--- src/hdl/pf_pkg.sv ---
package pf_pkg;

    // **************************************************
    // Address layout
    // **************************************************

    localparam int unsigned ADDR_W = 32;

    // 4 KiB page
    localparam int unsigned PAGE_OFFSET_W = 12;

    // 64-byte cache line
    localparam int unsigned LINE_OFFSET_W = 6;

    localparam int unsigned TAG_W = ADDR_W - PAGE_OFFSET_W;

    // **************************************************
    // Burst length
    // **************************************************

    localparam int unsigned COUNT_W = 8;
    localparam int unsigned NBLOCKS_RESET = 8;

    // Signed byte distance, one bit wider than the in-page index
    typedef logic signed [PAGE_OFFSET_W:0] stride_t;

    // Confirmation steps of a table entry
    typedef enum logic [1:0] {
        TS_INIT,
        TS_STRIDE,
        TS_HIT1,
        TS_HIT2
    } train_state_e;

endpackage

--- src/hdl/stride_table.sv ---
`timescale 1ns/1ps

module stride_table #(
    parameter int unsigned TABLE_ENTRIES = 4
) (
    input  logic                       clk_i,
    input  logic                       rst_ni,
    input  logic                       snoop_valid_i,
    input  logic [pf_pkg::ADDR_W-1:0]  snoop_addr_i,
    input  logic [pf_pkg::COUNT_W-1:0] nblocks_i,
    output logic                       push_o,
    output logic [pf_pkg::ADDR_W-1:0]  desc_base_o,
    output pf_pkg::stride_t            desc_stride_o,
    output logic [pf_pkg::COUNT_W-1:0] desc_nblocks_o
);

    import pf_pkg::*;

    localparam int unsigned IDX_W = (TABLE_ENTRIES > 1) ? $clog2(TABLE_ENTRIES) : 1;

    // One entry per tracked page
    logic                     valid_q  [TABLE_ENTRIES];
    logic [TAG_W-1:0]         tag_q    [TABLE_ENTRIES];
    logic [PAGE_OFFSET_W-1:0] index_q  [TABLE_ENTRIES];
    stride_t                  stride_q [TABLE_ENTRIES];
    train_state_e             state_q  [TABLE_ENTRIES];
    logic [IDX_W-1:0]         age_q    [TABLE_ENTRIES];

    logic [TAG_W-1:0]         snoop_tag;
    logic [PAGE_OFFSET_W-1:0] snoop_index;
    logic                     hit;
    logic [IDX_W-1:0]         hit_idx;
    logic                     free_found;
    logic [IDX_W-1:0]         free_idx;
    logic [IDX_W-1:0]         victim_idx;
    logic [IDX_W-1:0]         sel_idx;
    logic [IDX_W-1:0]         sel_age;
    stride_t                  new_stride;
    logic                     stride_match;
    train_state_e             new_state;
    logic                     emit;
    logic [ADDR_W-1:0]        target_addr;

    assign snoop_tag   = snoop_addr_i[ADDR_W-1:PAGE_OFFSET_W];
    assign snoop_index = snoop_addr_i[PAGE_OFFSET_W-1:0];

    // **************************************************
    // Lookup
    // **************************************************

    // Descending scan so the lowest matching slot wins
    always_comb begin
        hit        = 1'b0;
        hit_idx    = '0;
        free_found = 1'b0;
        free_idx   = '0;
        victim_idx = '0;
        for (int i = TABLE_ENTRIES - 1; i >= 0; i--) begin
            if (valid_q[i] && (tag_q[i] == snoop_tag)) begin
                hit     = 1'b1;
                hit_idx = IDX_W'(i);
            end
            if (!valid_q[i]) begin
                free_found = 1'b1;
                free_idx   = IDX_W'(i);
            end
            // Ages stay a permutation, the oldest is TABLE_ENTRIES-1
            if (age_q[i] == IDX_W'(TABLE_ENTRIES - 1)) begin
                victim_idx = IDX_W'(i);
            end
        end
    end

    assign sel_idx = hit ? hit_idx : (free_found ? free_idx : victim_idx);
    assign sel_age = age_q[sel_idx];

    assign new_stride   = stride_t'({1'b0, snoop_index}) - stride_t'({1'b0, index_q[hit_idx]});
    assign stride_match = (new_stride == stride_q[hit_idx]) && (new_stride != '0);

    // **************************************************
    // Training sequence
    // **************************************************

    always_comb begin
        new_state = TS_STRIDE;
        emit      = 1'b0;
        if (!hit) begin
            new_state = TS_INIT;
        end else begin
            case (state_q[hit_idx])
                TS_STRIDE: begin
                    if (stride_match) begin
                        new_state = TS_HIT1;
                    end
                end
                TS_HIT1: begin
                    if (stride_match) begin
                        new_state = TS_HIT2;
                    end
                end
                TS_HIT2: begin
                    // Fifth consistent access
                    if (stride_match) begin
                        new_state = TS_INIT;
                        emit      = 1'b1;
                    end
                end
                default: begin
                    new_state = TS_STRIDE;
                end
            endcase
        end
    end

    assign target_addr = snoop_addr_i
                       + {{(ADDR_W - PAGE_OFFSET_W - 1){new_stride[PAGE_OFFSET_W]}}, new_stride};

    always_ff @(posedge clk_i or negedge rst_ni) begin
        if (!rst_ni) begin
            for (int i = 0; i < TABLE_ENTRIES; i++) begin
                valid_q[i] <= 1'b0;
                state_q[i] <= TS_INIT;
                age_q[i]   <= IDX_W'(i);
            end
        end else if (snoop_valid_i) begin
            for (int i = 0; i < TABLE_ENTRIES; i++) begin
                if (sel_idx == IDX_W'(i)) begin
                    valid_q[i] <= 1'b1;
                    state_q[i] <= new_state;
                    age_q[i]   <= '0;
                end else if (age_q[i] < sel_age) begin
                    age_q[i] <= age_q[i] + 1'b1;
                end
            end
        end
    end

    always_ff @(posedge clk_i) begin
        if (snoop_valid_i) begin
            tag_q[sel_idx]    <= snoop_tag;
            index_q[sel_idx]  <= snoop_index;
            stride_q[sel_idx] <= hit ? new_stride : '0;
        end
    end

    // Descriptor out, one cycle after the snoop
    always_ff @(posedge clk_i or negedge rst_ni) begin
        if (!rst_ni) begin
            push_o <= 1'b0;
        end else begin
            push_o <= snoop_valid_i && emit;
        end
    end

    always_ff @(posedge clk_i) begin
        if (snoop_valid_i && emit) begin
            desc_base_o    <= {target_addr[ADDR_W-1:LINE_OFFSET_W], {LINE_OFFSET_W{1'b0}}};
            desc_stride_o  <= new_stride;
            desc_nblocks_o <= nblocks_i;
        end
    end

endmodule

--- src/hdl/desc_fifo.sv ---
`timescale 1ns/1ps

module desc_fifo #(
    parameter int unsigned FIFO_DEPTH = 4
) (
    input  logic                       clk_i,
    input  logic                       rst_ni,
    input  logic                       push_i,
    input  logic [pf_pkg::ADDR_W-1:0]  base_i,
    input  pf_pkg::stride_t            stride_i,
    input  logic [pf_pkg::COUNT_W-1:0] nblocks_i,
    output logic                       valid_o,
    output logic [pf_pkg::ADDR_W-1:0]  base_o,
    output pf_pkg::stride_t            stride_o,
    output logic [pf_pkg::COUNT_W-1:0] nblocks_o,
    input  logic                       pop_i
);

    import pf_pkg::*;

    localparam int unsigned PTR_W = (FIFO_DEPTH > 1) ? $clog2(FIFO_DEPTH) : 1;
    localparam int unsigned CNT_W = $clog2(FIFO_DEPTH + 1);

    logic [ADDR_W-1:0]  base_mem    [FIFO_DEPTH];
    stride_t            stride_mem  [FIFO_DEPTH];
    logic [COUNT_W-1:0] nblocks_mem [FIFO_DEPTH];

    logic [PTR_W-1:0] wr_ptr_q;
    logic [PTR_W-1:0] rd_ptr_q;
    logic [CNT_W-1:0] count_q;
    logic             full;
    logic             rd_adv;

    // Wrap for any depth, not only powers of two
    function automatic logic [PTR_W-1:0] ptr_inc(input logic [PTR_W-1:0] ptr);
        if (ptr == PTR_W'(FIFO_DEPTH - 1)) begin
            return '0;
        end else begin
            return ptr + 1'b1;
        end
    endfunction

    assign full    = (count_q == CNT_W'(FIFO_DEPTH));
    // Push into a full buffer pushes the oldest entry out
    assign rd_adv  = pop_i || (push_i && full);
    assign valid_o = (count_q != '0);

    assign base_o    = base_mem[rd_ptr_q];
    assign stride_o  = stride_mem[rd_ptr_q];
    assign nblocks_o = nblocks_mem[rd_ptr_q];

    always_ff @(posedge clk_i or negedge rst_ni) begin
        if (!rst_ni) begin
            wr_ptr_q <= '0;
            rd_ptr_q <= '0;
            count_q  <= '0;
        end else begin
            if (push_i) begin
                wr_ptr_q <= ptr_inc(wr_ptr_q);
            end
            if (rd_adv) begin
                rd_ptr_q <= ptr_inc(rd_ptr_q);
            end
            if (push_i && !rd_adv) begin
                count_q <= count_q + 1'b1;
            end else if (rd_adv && !push_i) begin
                count_q <= count_q - 1'b1;
            end
        end
    end

    always_ff @(posedge clk_i) begin
        if (push_i) begin
            base_mem[wr_ptr_q]    <= base_i;
            stride_mem[wr_ptr_q]  <= stride_i;
            nblocks_mem[wr_ptr_q] <= nblocks_i;
        end
    end

endmodule

--- src/hdl/prefetch_engine.sv ---
`timescale 1ns/1ps

module prefetch_engine #(
    parameter int unsigned MAX_CREDITS = 2
) (
    input  logic                       clk_i,
    input  logic                       rst_ni,
    input  logic                       valid_i,
    input  logic [pf_pkg::ADDR_W-1:0]  base_i,
    input  pf_pkg::stride_t            stride_i,
    input  logic [pf_pkg::COUNT_W-1:0] nblocks_i,
    output logic                       pop_o,
    output logic                       req_valid_o,
    output logic [pf_pkg::ADDR_W-1:0]  req_addr_o,
    input  logic                       credit_i
);

    import pf_pkg::*;

    localparam int unsigned CRED_W = $clog2(MAX_CREDITS + 1);

    logic               busy_q;
    logic [COUNT_W-1:0] remain_q;
    logic [CRED_W-1:0]  credits_q;
    logic [ADDR_W-1:0]  addr_q;
    logic [TAG_W-1:0]   tag_q;
    stride_t            stride_q;
    logic               in_page;
    logic               last_req;
    logic [ADDR_W-1:0]  next_addr;

    // **************************************************
    // Request generation
    // **************************************************

    // Burst is confined to the page of its base
    assign in_page = (addr_q[ADDR_W-1:PAGE_OFFSET_W] == tag_q);

    assign pop_o       = !busy_q && valid_i;
    assign req_valid_o = busy_q && in_page && (credits_q != '0);
    assign req_addr_o  = {addr_q[ADDR_W-1:LINE_OFFSET_W], {LINE_OFFSET_W{1'b0}}};
    assign last_req    = req_valid_o && (remain_q == COUNT_W'(1));

    assign next_addr = addr_q
                     + {{(ADDR_W - PAGE_OFFSET_W - 1){stride_q[PAGE_OFFSET_W]}}, stride_q};

    always_ff @(posedge clk_i or negedge rst_ni) begin
        if (!rst_ni) begin
            busy_q   <= 1'b0;
            remain_q <= '0;
        end else if (pop_o) begin
            // An empty burst is dropped right away
            busy_q   <= (nblocks_i != '0);
            remain_q <= nblocks_i;
        end else if (busy_q) begin
            if (!in_page || last_req) begin
                busy_q <= 1'b0;
            end
            if (req_valid_o) begin
                remain_q <= remain_q - 1'b1;
            end
        end
    end

    always_ff @(posedge clk_i) begin
        if (pop_o) begin
            addr_q   <= base_i;
            tag_q    <= base_i[ADDR_W-1:PAGE_OFFSET_W];
            stride_q <= stride_i;
        end else if (req_valid_o) begin
            addr_q <= next_addr;
        end
    end

    // **************************************************
    // Credits from the cache
    // **************************************************

    // One spent per request, one back per credit_i pulse
    always_ff @(posedge clk_i or negedge rst_ni) begin
        if (!rst_ni) begin
            credits_q <= CRED_W'(MAX_CREDITS);
        end else begin
            credits_q <= credits_q - CRED_W'(req_valid_o) + CRED_W'(credit_i);
        end
    end

endmodule

--- src/hdl/stride_prefetcher.sv ---
`timescale 1ns/1ps

module stride_prefetcher #(
    parameter int unsigned TABLE_ENTRIES = 4,
    parameter int unsigned FIFO_DEPTH    = 4,
    parameter int unsigned MAX_CREDITS   = 2
) (
    input  logic                       clk_i,
    input  logic                       rst_ni,
    input  logic                       snoop_valid_i,
    input  logic [pf_pkg::ADDR_W-1:0]  snoop_addr_i,
    input  logic                       cfg_valid_i,
    input  logic [pf_pkg::COUNT_W-1:0] cfg_nblocks_i,
    output logic                       req_valid_o,
    output logic [pf_pkg::ADDR_W-1:0]  req_addr_o,
    input  logic                       credit_i
);

    import pf_pkg::*;

    logic [COUNT_W-1:0] nblocks_q;

    logic               push;
    logic [ADDR_W-1:0]  push_base;
    stride_t            push_stride;
    logic [COUNT_W-1:0] push_nblocks;

    logic               head_valid;
    logic [ADDR_W-1:0]  head_base;
    stride_t            head_stride;
    logic [COUNT_W-1:0] head_nblocks;
    logic               pop;

    // Block count written by software
    always_ff @(posedge clk_i or negedge rst_ni) begin
        if (!rst_ni) begin
            nblocks_q <= COUNT_W'(NBLOCKS_RESET);
        end else if (cfg_valid_i) begin
            nblocks_q <= cfg_nblocks_i;
        end
    end

    stride_table #(
        .TABLE_ENTRIES (TABLE_ENTRIES)
    ) u_table (
        .clk_i          (clk_i),
        .rst_ni         (rst_ni),
        .snoop_valid_i  (snoop_valid_i),
        .snoop_addr_i   (snoop_addr_i),
        .nblocks_i      (nblocks_q),
        .push_o         (push),
        .desc_base_o    (push_base),
        .desc_stride_o  (push_stride),
        .desc_nblocks_o (push_nblocks)
    );

    desc_fifo #(
        .FIFO_DEPTH (FIFO_DEPTH)
    ) u_fifo (
        .clk_i     (clk_i),
        .rst_ni    (rst_ni),
        .push_i    (push),
        .base_i    (push_base),
        .stride_i  (push_stride),
        .nblocks_i (push_nblocks),
        .valid_o   (head_valid),
        .base_o    (head_base),
        .stride_o  (head_stride),
        .nblocks_o (head_nblocks),
        .pop_i     (pop)
    );

    prefetch_engine #(
        .MAX_CREDITS (MAX_CREDITS)
    ) u_engine (
        .clk_i       (clk_i),
        .rst_ni      (rst_ni),
        .valid_i     (head_valid),
        .base_i      (head_base),
        .stride_i    (head_stride),
        .nblocks_i   (head_nblocks),
        .pop_o       (pop),
        .req_valid_o (req_valid_o),
        .req_addr_o  (req_addr_o),
        .credit_i    (credit_i)
    );

endmodule

--- config.mk ---
export PLATFORM = sky130hd
export DESIGN_NAME = stride_prefetcher
export DESIGN_NICKNAME = d
export VERILOG_FILES = /design/src/hdl/pf_pkg.sv /design/src/hdl/stride_table.sv /design/src/hdl/desc_fifo.sv /design/src/hdl/prefetch_engine.sv /design/src/hdl/stride_prefetcher.sv
export SDC_FILE = /design/constraint.sdc
export NUM_CORES = 1
export LEC_CHECK = 0
export ABC_AREA = 1
export BUFFER_PORTS_ARGS = -buffer_cell sky130_fd_sc_hd__buf_4
export CORE_ASPECT_RATIO = 0.8
export CORE_UTILIZATION = 46
export DETAILED_ROUTE_END_ITERATION = 16
export PLACE_DENSITY = 0.67
export REMOVE_ABC_BUFFERS = 1
export SLEW_MARGIN = 40
export SYNTH_ARGS = -nofsm -noshare
export SYNTH_HDL_FRONTEND = slang
export SYNTH_SLANG_ARGS = --single-unit
--- constraint.sdc ---
create_clock -name clk_i -period 10.91 [get_ports clk_i]
set_input_delay 0 -clock clk_i [delete_from_list [all_inputs] [get_ports clk_i]]
set_output_delay 0 -clock clk_i [all_outputs]
set_load 0.05 [all_outputs]
==> impl_metrics.json <==
{
  "setup_ws_ps": 3760,
  "cts_setup_buffers": 0,
  "cp_slowest_cell": "nand2_4",
  "dp.cells": 3361,
  "vias": 18800,
  "cp-start-kind": "register",
  "worst_pin_slew_ps": 813,
  "cp_common_cell": "nand2_1",
  "ys_types": 66,
  "grt_start_max_net_pins": 98,
  "ys_seq_area_share_pct": 59.5,
  "fmax_ghz": 0.140,
  "async_flop_share_pct": 8.92,
  "synthFlopType": "edfxtp_1",
  "die_area_um2": 58000,
  "num_rows": 77,
  "ys_top_cells_by_area": "edfxtp_1, nand2_1, dfrtp_1, nor2_1, ha_1",
  "h-tree-depth": 2,
  "drtPass1Iterations": 7,
  "antennaDiodeCount": 0,
  "comb_power_share_pct": 22.3,
  "postSynthAreaPerCell_um2": 9.99,
  "rsz0062_at_grt": "no",
  "cp-end-kind": "register",
  "critical_path.max_stage_delay_ps": 710,
  "most-common-layout-cells": "nand2_1, edfxtp_1, nor2_1",
  "cts-root-buf": "clkbuf_16",
  "clk_path_buf_depth": 3,
  "numCtsBuffers": 53,
  "switchingPower_w": 0.00171,
  "wire_per_inst_um": 18.3,
  "cts-resized-gates": 0,
  "crit_arrival_ps": 7520,
  "dp_hpwl_mm": 42.9,
  "status": "completed",
  "die_h_um": 216,
  "overflow": 0,
  "synth_edf_count": 480,
  "yosysTopAreaCell": "edfxtp_1",
  "pin_count": 78,
  "sw_frac_of_total_pct": 30.3,
  "synth_cells": 2626,
  "layout_commonest_cell": "nand2_1",
  "fp.coreArea_um2": 55800,
  "hold_violations": 0,
  "antenna_found_initial": 0,
  "place.gp.congestion": 0.918,
  "layout-drive-gt1-share_pct": 9.19,
  "cts_sinks": 527,
  "io_buffers": 71,
  "route.detailed.drc": 0,
  "slew_headroom_pct": 45.8,
  "antenna_left": 0,
  "cp.required_ps": 11270,
  "synthesis.area_um2": 26200,
  "path_clk_slew_ps": 60,
  "drt_wl_total_mm": 64.4,
  "final_nets": 2842,
  "total_leakage_power_nw": 12.2,
  "slew_violations": 0,
  "seq_power_share_pct": 44.2,
  "viasPerCell": 5.35,
  "period_needed_ps": 7150,
  "track_usage_pct": 22.4,
  "finalClockSkew_ps": 35.8,
  "ys_warn_count": 0,
  "finalSetupViolCount": 0,
  "p_int_w": 0.00393,
  "hp-class": "input port to register",
  "power.share.clock_pct": 33.5,
  "synth.ff_latch_count": 527,
  "pre_cts_slack_ps": 3910,
  "fp.dieW_um": 269,
  "drtIter0Drc": 1392,
  "clock_latency_ps": 640,
  "path_class": "register to register",
  "layout.cells.non_filler": 3513,
  "p_per_area_nw_per_um2": 190,
  "cts_tree": "built",
  "fin_crit_sh_pct": 65.6,
  "path_max_fanout": 59,
  "netlist.area_leader.share_pct": 54.9,
  "initial_utilization_pct": 47.0,
  "postCtsHoldBufs": 53,
  "area_delta_synth_final_pct": 12.9,
  "finalSetupTns_ps": 0,
  "maxCapViolations": 0,
  "grt_pass1_wl_mm": 101,
  "grt_pass1_vias": 18200,
  "peakVddDrop_v": 0.000199
}
-- registers in the layout (all words and copies together) (netlist names), 13 cells and up --
register / flops
u_table.stride_q: 52
u_table.desc_stride_o: 13
u_table.index_q: 48
u_engine.addr_q: 32
u_fifo.nblocks_mem: 32
u_table.tag_q: 80
u_engine.stride_q: 13
u_fifo.stride_mem: 52
u_engine.tag_q: 20
u_table.desc_base_o: 26
u_fifo.base_mem: 104
-- worst paths after layout --
| check | start | end | slack, ps | cells past startpoint |
|---|---|---|---|---|
| max | u_table.tag_q[0][4] | u_table.desc_base_o[26] | 3760 | 30 |
| min | credit_i | u_engine.credits_q[0] | 160 | 3 |
| min reg2reg | nblocks_q[5] | u_table.desc_nblocks_o[5] | 450 | 0 |
| max reg2reg | u_table.tag_q[0][4] | u_table.desc_base_o[26] | 3760 | 30 |
| min in group asynchronous | rst_ni | u_table.state_q[2] | 440 | 3 |
| max in group asynchronous | rst_ni | nblocks_q[4] | 10010 | 4 |
-- power groups by stage --
| stage | combinational (W) | sequential (W) | clock, W |
|---|---|---|---|
| final | 0.00126 | 0.00249 | 0.00189 |
| after floorplan | 0.000880 | 0.00251 | 0 |
| after detailed placement | 0.00122 | 0.00253 | 0 |
| after global routing | 0.00142 | 0.00250 | 0.00201 |
| after CTS | 0.00125 | 0.00249 | 0.00192 |
| after global placement | 0.00120 | 0.00253 | 0 |
-- worst max-delay path, delay by kind of cell (launching register included) --
kind	cells	cell delay (ps)
XOR/XNOR	2	480
flip-flops	1	370
buffers and inverters	2	710
adder cells (fa/ha/maj)	2	490
AND/OR/NAND/NOR	15	2850
AO/OA/AOI/OAI	9	1990
-- synth_stat cells, types with 9 or more instances --
master / n
a21oi_1: 97
a21boi_1: 9
nand2_1: 656
dfrtp_1: 41
nand3b_1: 12
o41ai_1: 9
ha_1: 75
xor2_1: 53
o21ai_1: 15
nand3_1: 133
or2_2: 9
mux2_2: 9
o22ai_1: 40
a31oi_1: 16
inv_2: 22
o21ai_0: 132
clkbuf_1: 42
inv_1: 250
buf_4: 45
edfxtp_1: 480
nor3_1: 19
a32o_1: 18
nand4_1: 21
nor2_1: 271
xnor2_1: 39
buf_2: 10
-- cell type report --
class,count,area (um^2)
clock buffer,65,1400
clock inverter,34,418
fill,4864,26200
inverter,274,1030
multi-input combinational,1722,9020
sequential,527,15600
tap,750,938
timing repair buffer,141,1210
-- routing by layer --
metal	part of all wire, %	track usage [%]	wire length [um]	up-vias
met3	6.7	3.71	4280	109
met5	0	0	0	-
met2	45	34.6	28700	599
met4	2.3	5.91	1470	0
met1	46	32.7	29900	8979
li1	-	-	-	9123
-- through the flow --
stage          power [W]  area (um^2)  utilization, %  hold slack (ps)
3_3_place_gp     0.00373        27200            48.8             87.4
2_1_floorplan    0.00339        25600               -             -296
6_report         0.00564        29600            53.1              159
4_1_cts          0.00566        29600            53.1              113
3_5_place_dp     0.00375        27300            48.9              102
5_1_grt          0.00593        29600            53.1              158
-- kinds of logic (layout without fill, tap and decap cells) --
group	Yosys count	in the layout	synth area share, %
DFF	527	527	59.5
xor gates and xnor gates	93	93	3.13
muxes	10	10	0.424
AOI/OAI and AO/OA	381	381	8.67
other	1	6	0.0143
buffers and inverters	382	514	6.34
and+or+nand+nor	1154	1154	18.2
adders and majority gates	78	78	3.81
Note: power is estimated with default switching activity, not from simulation.
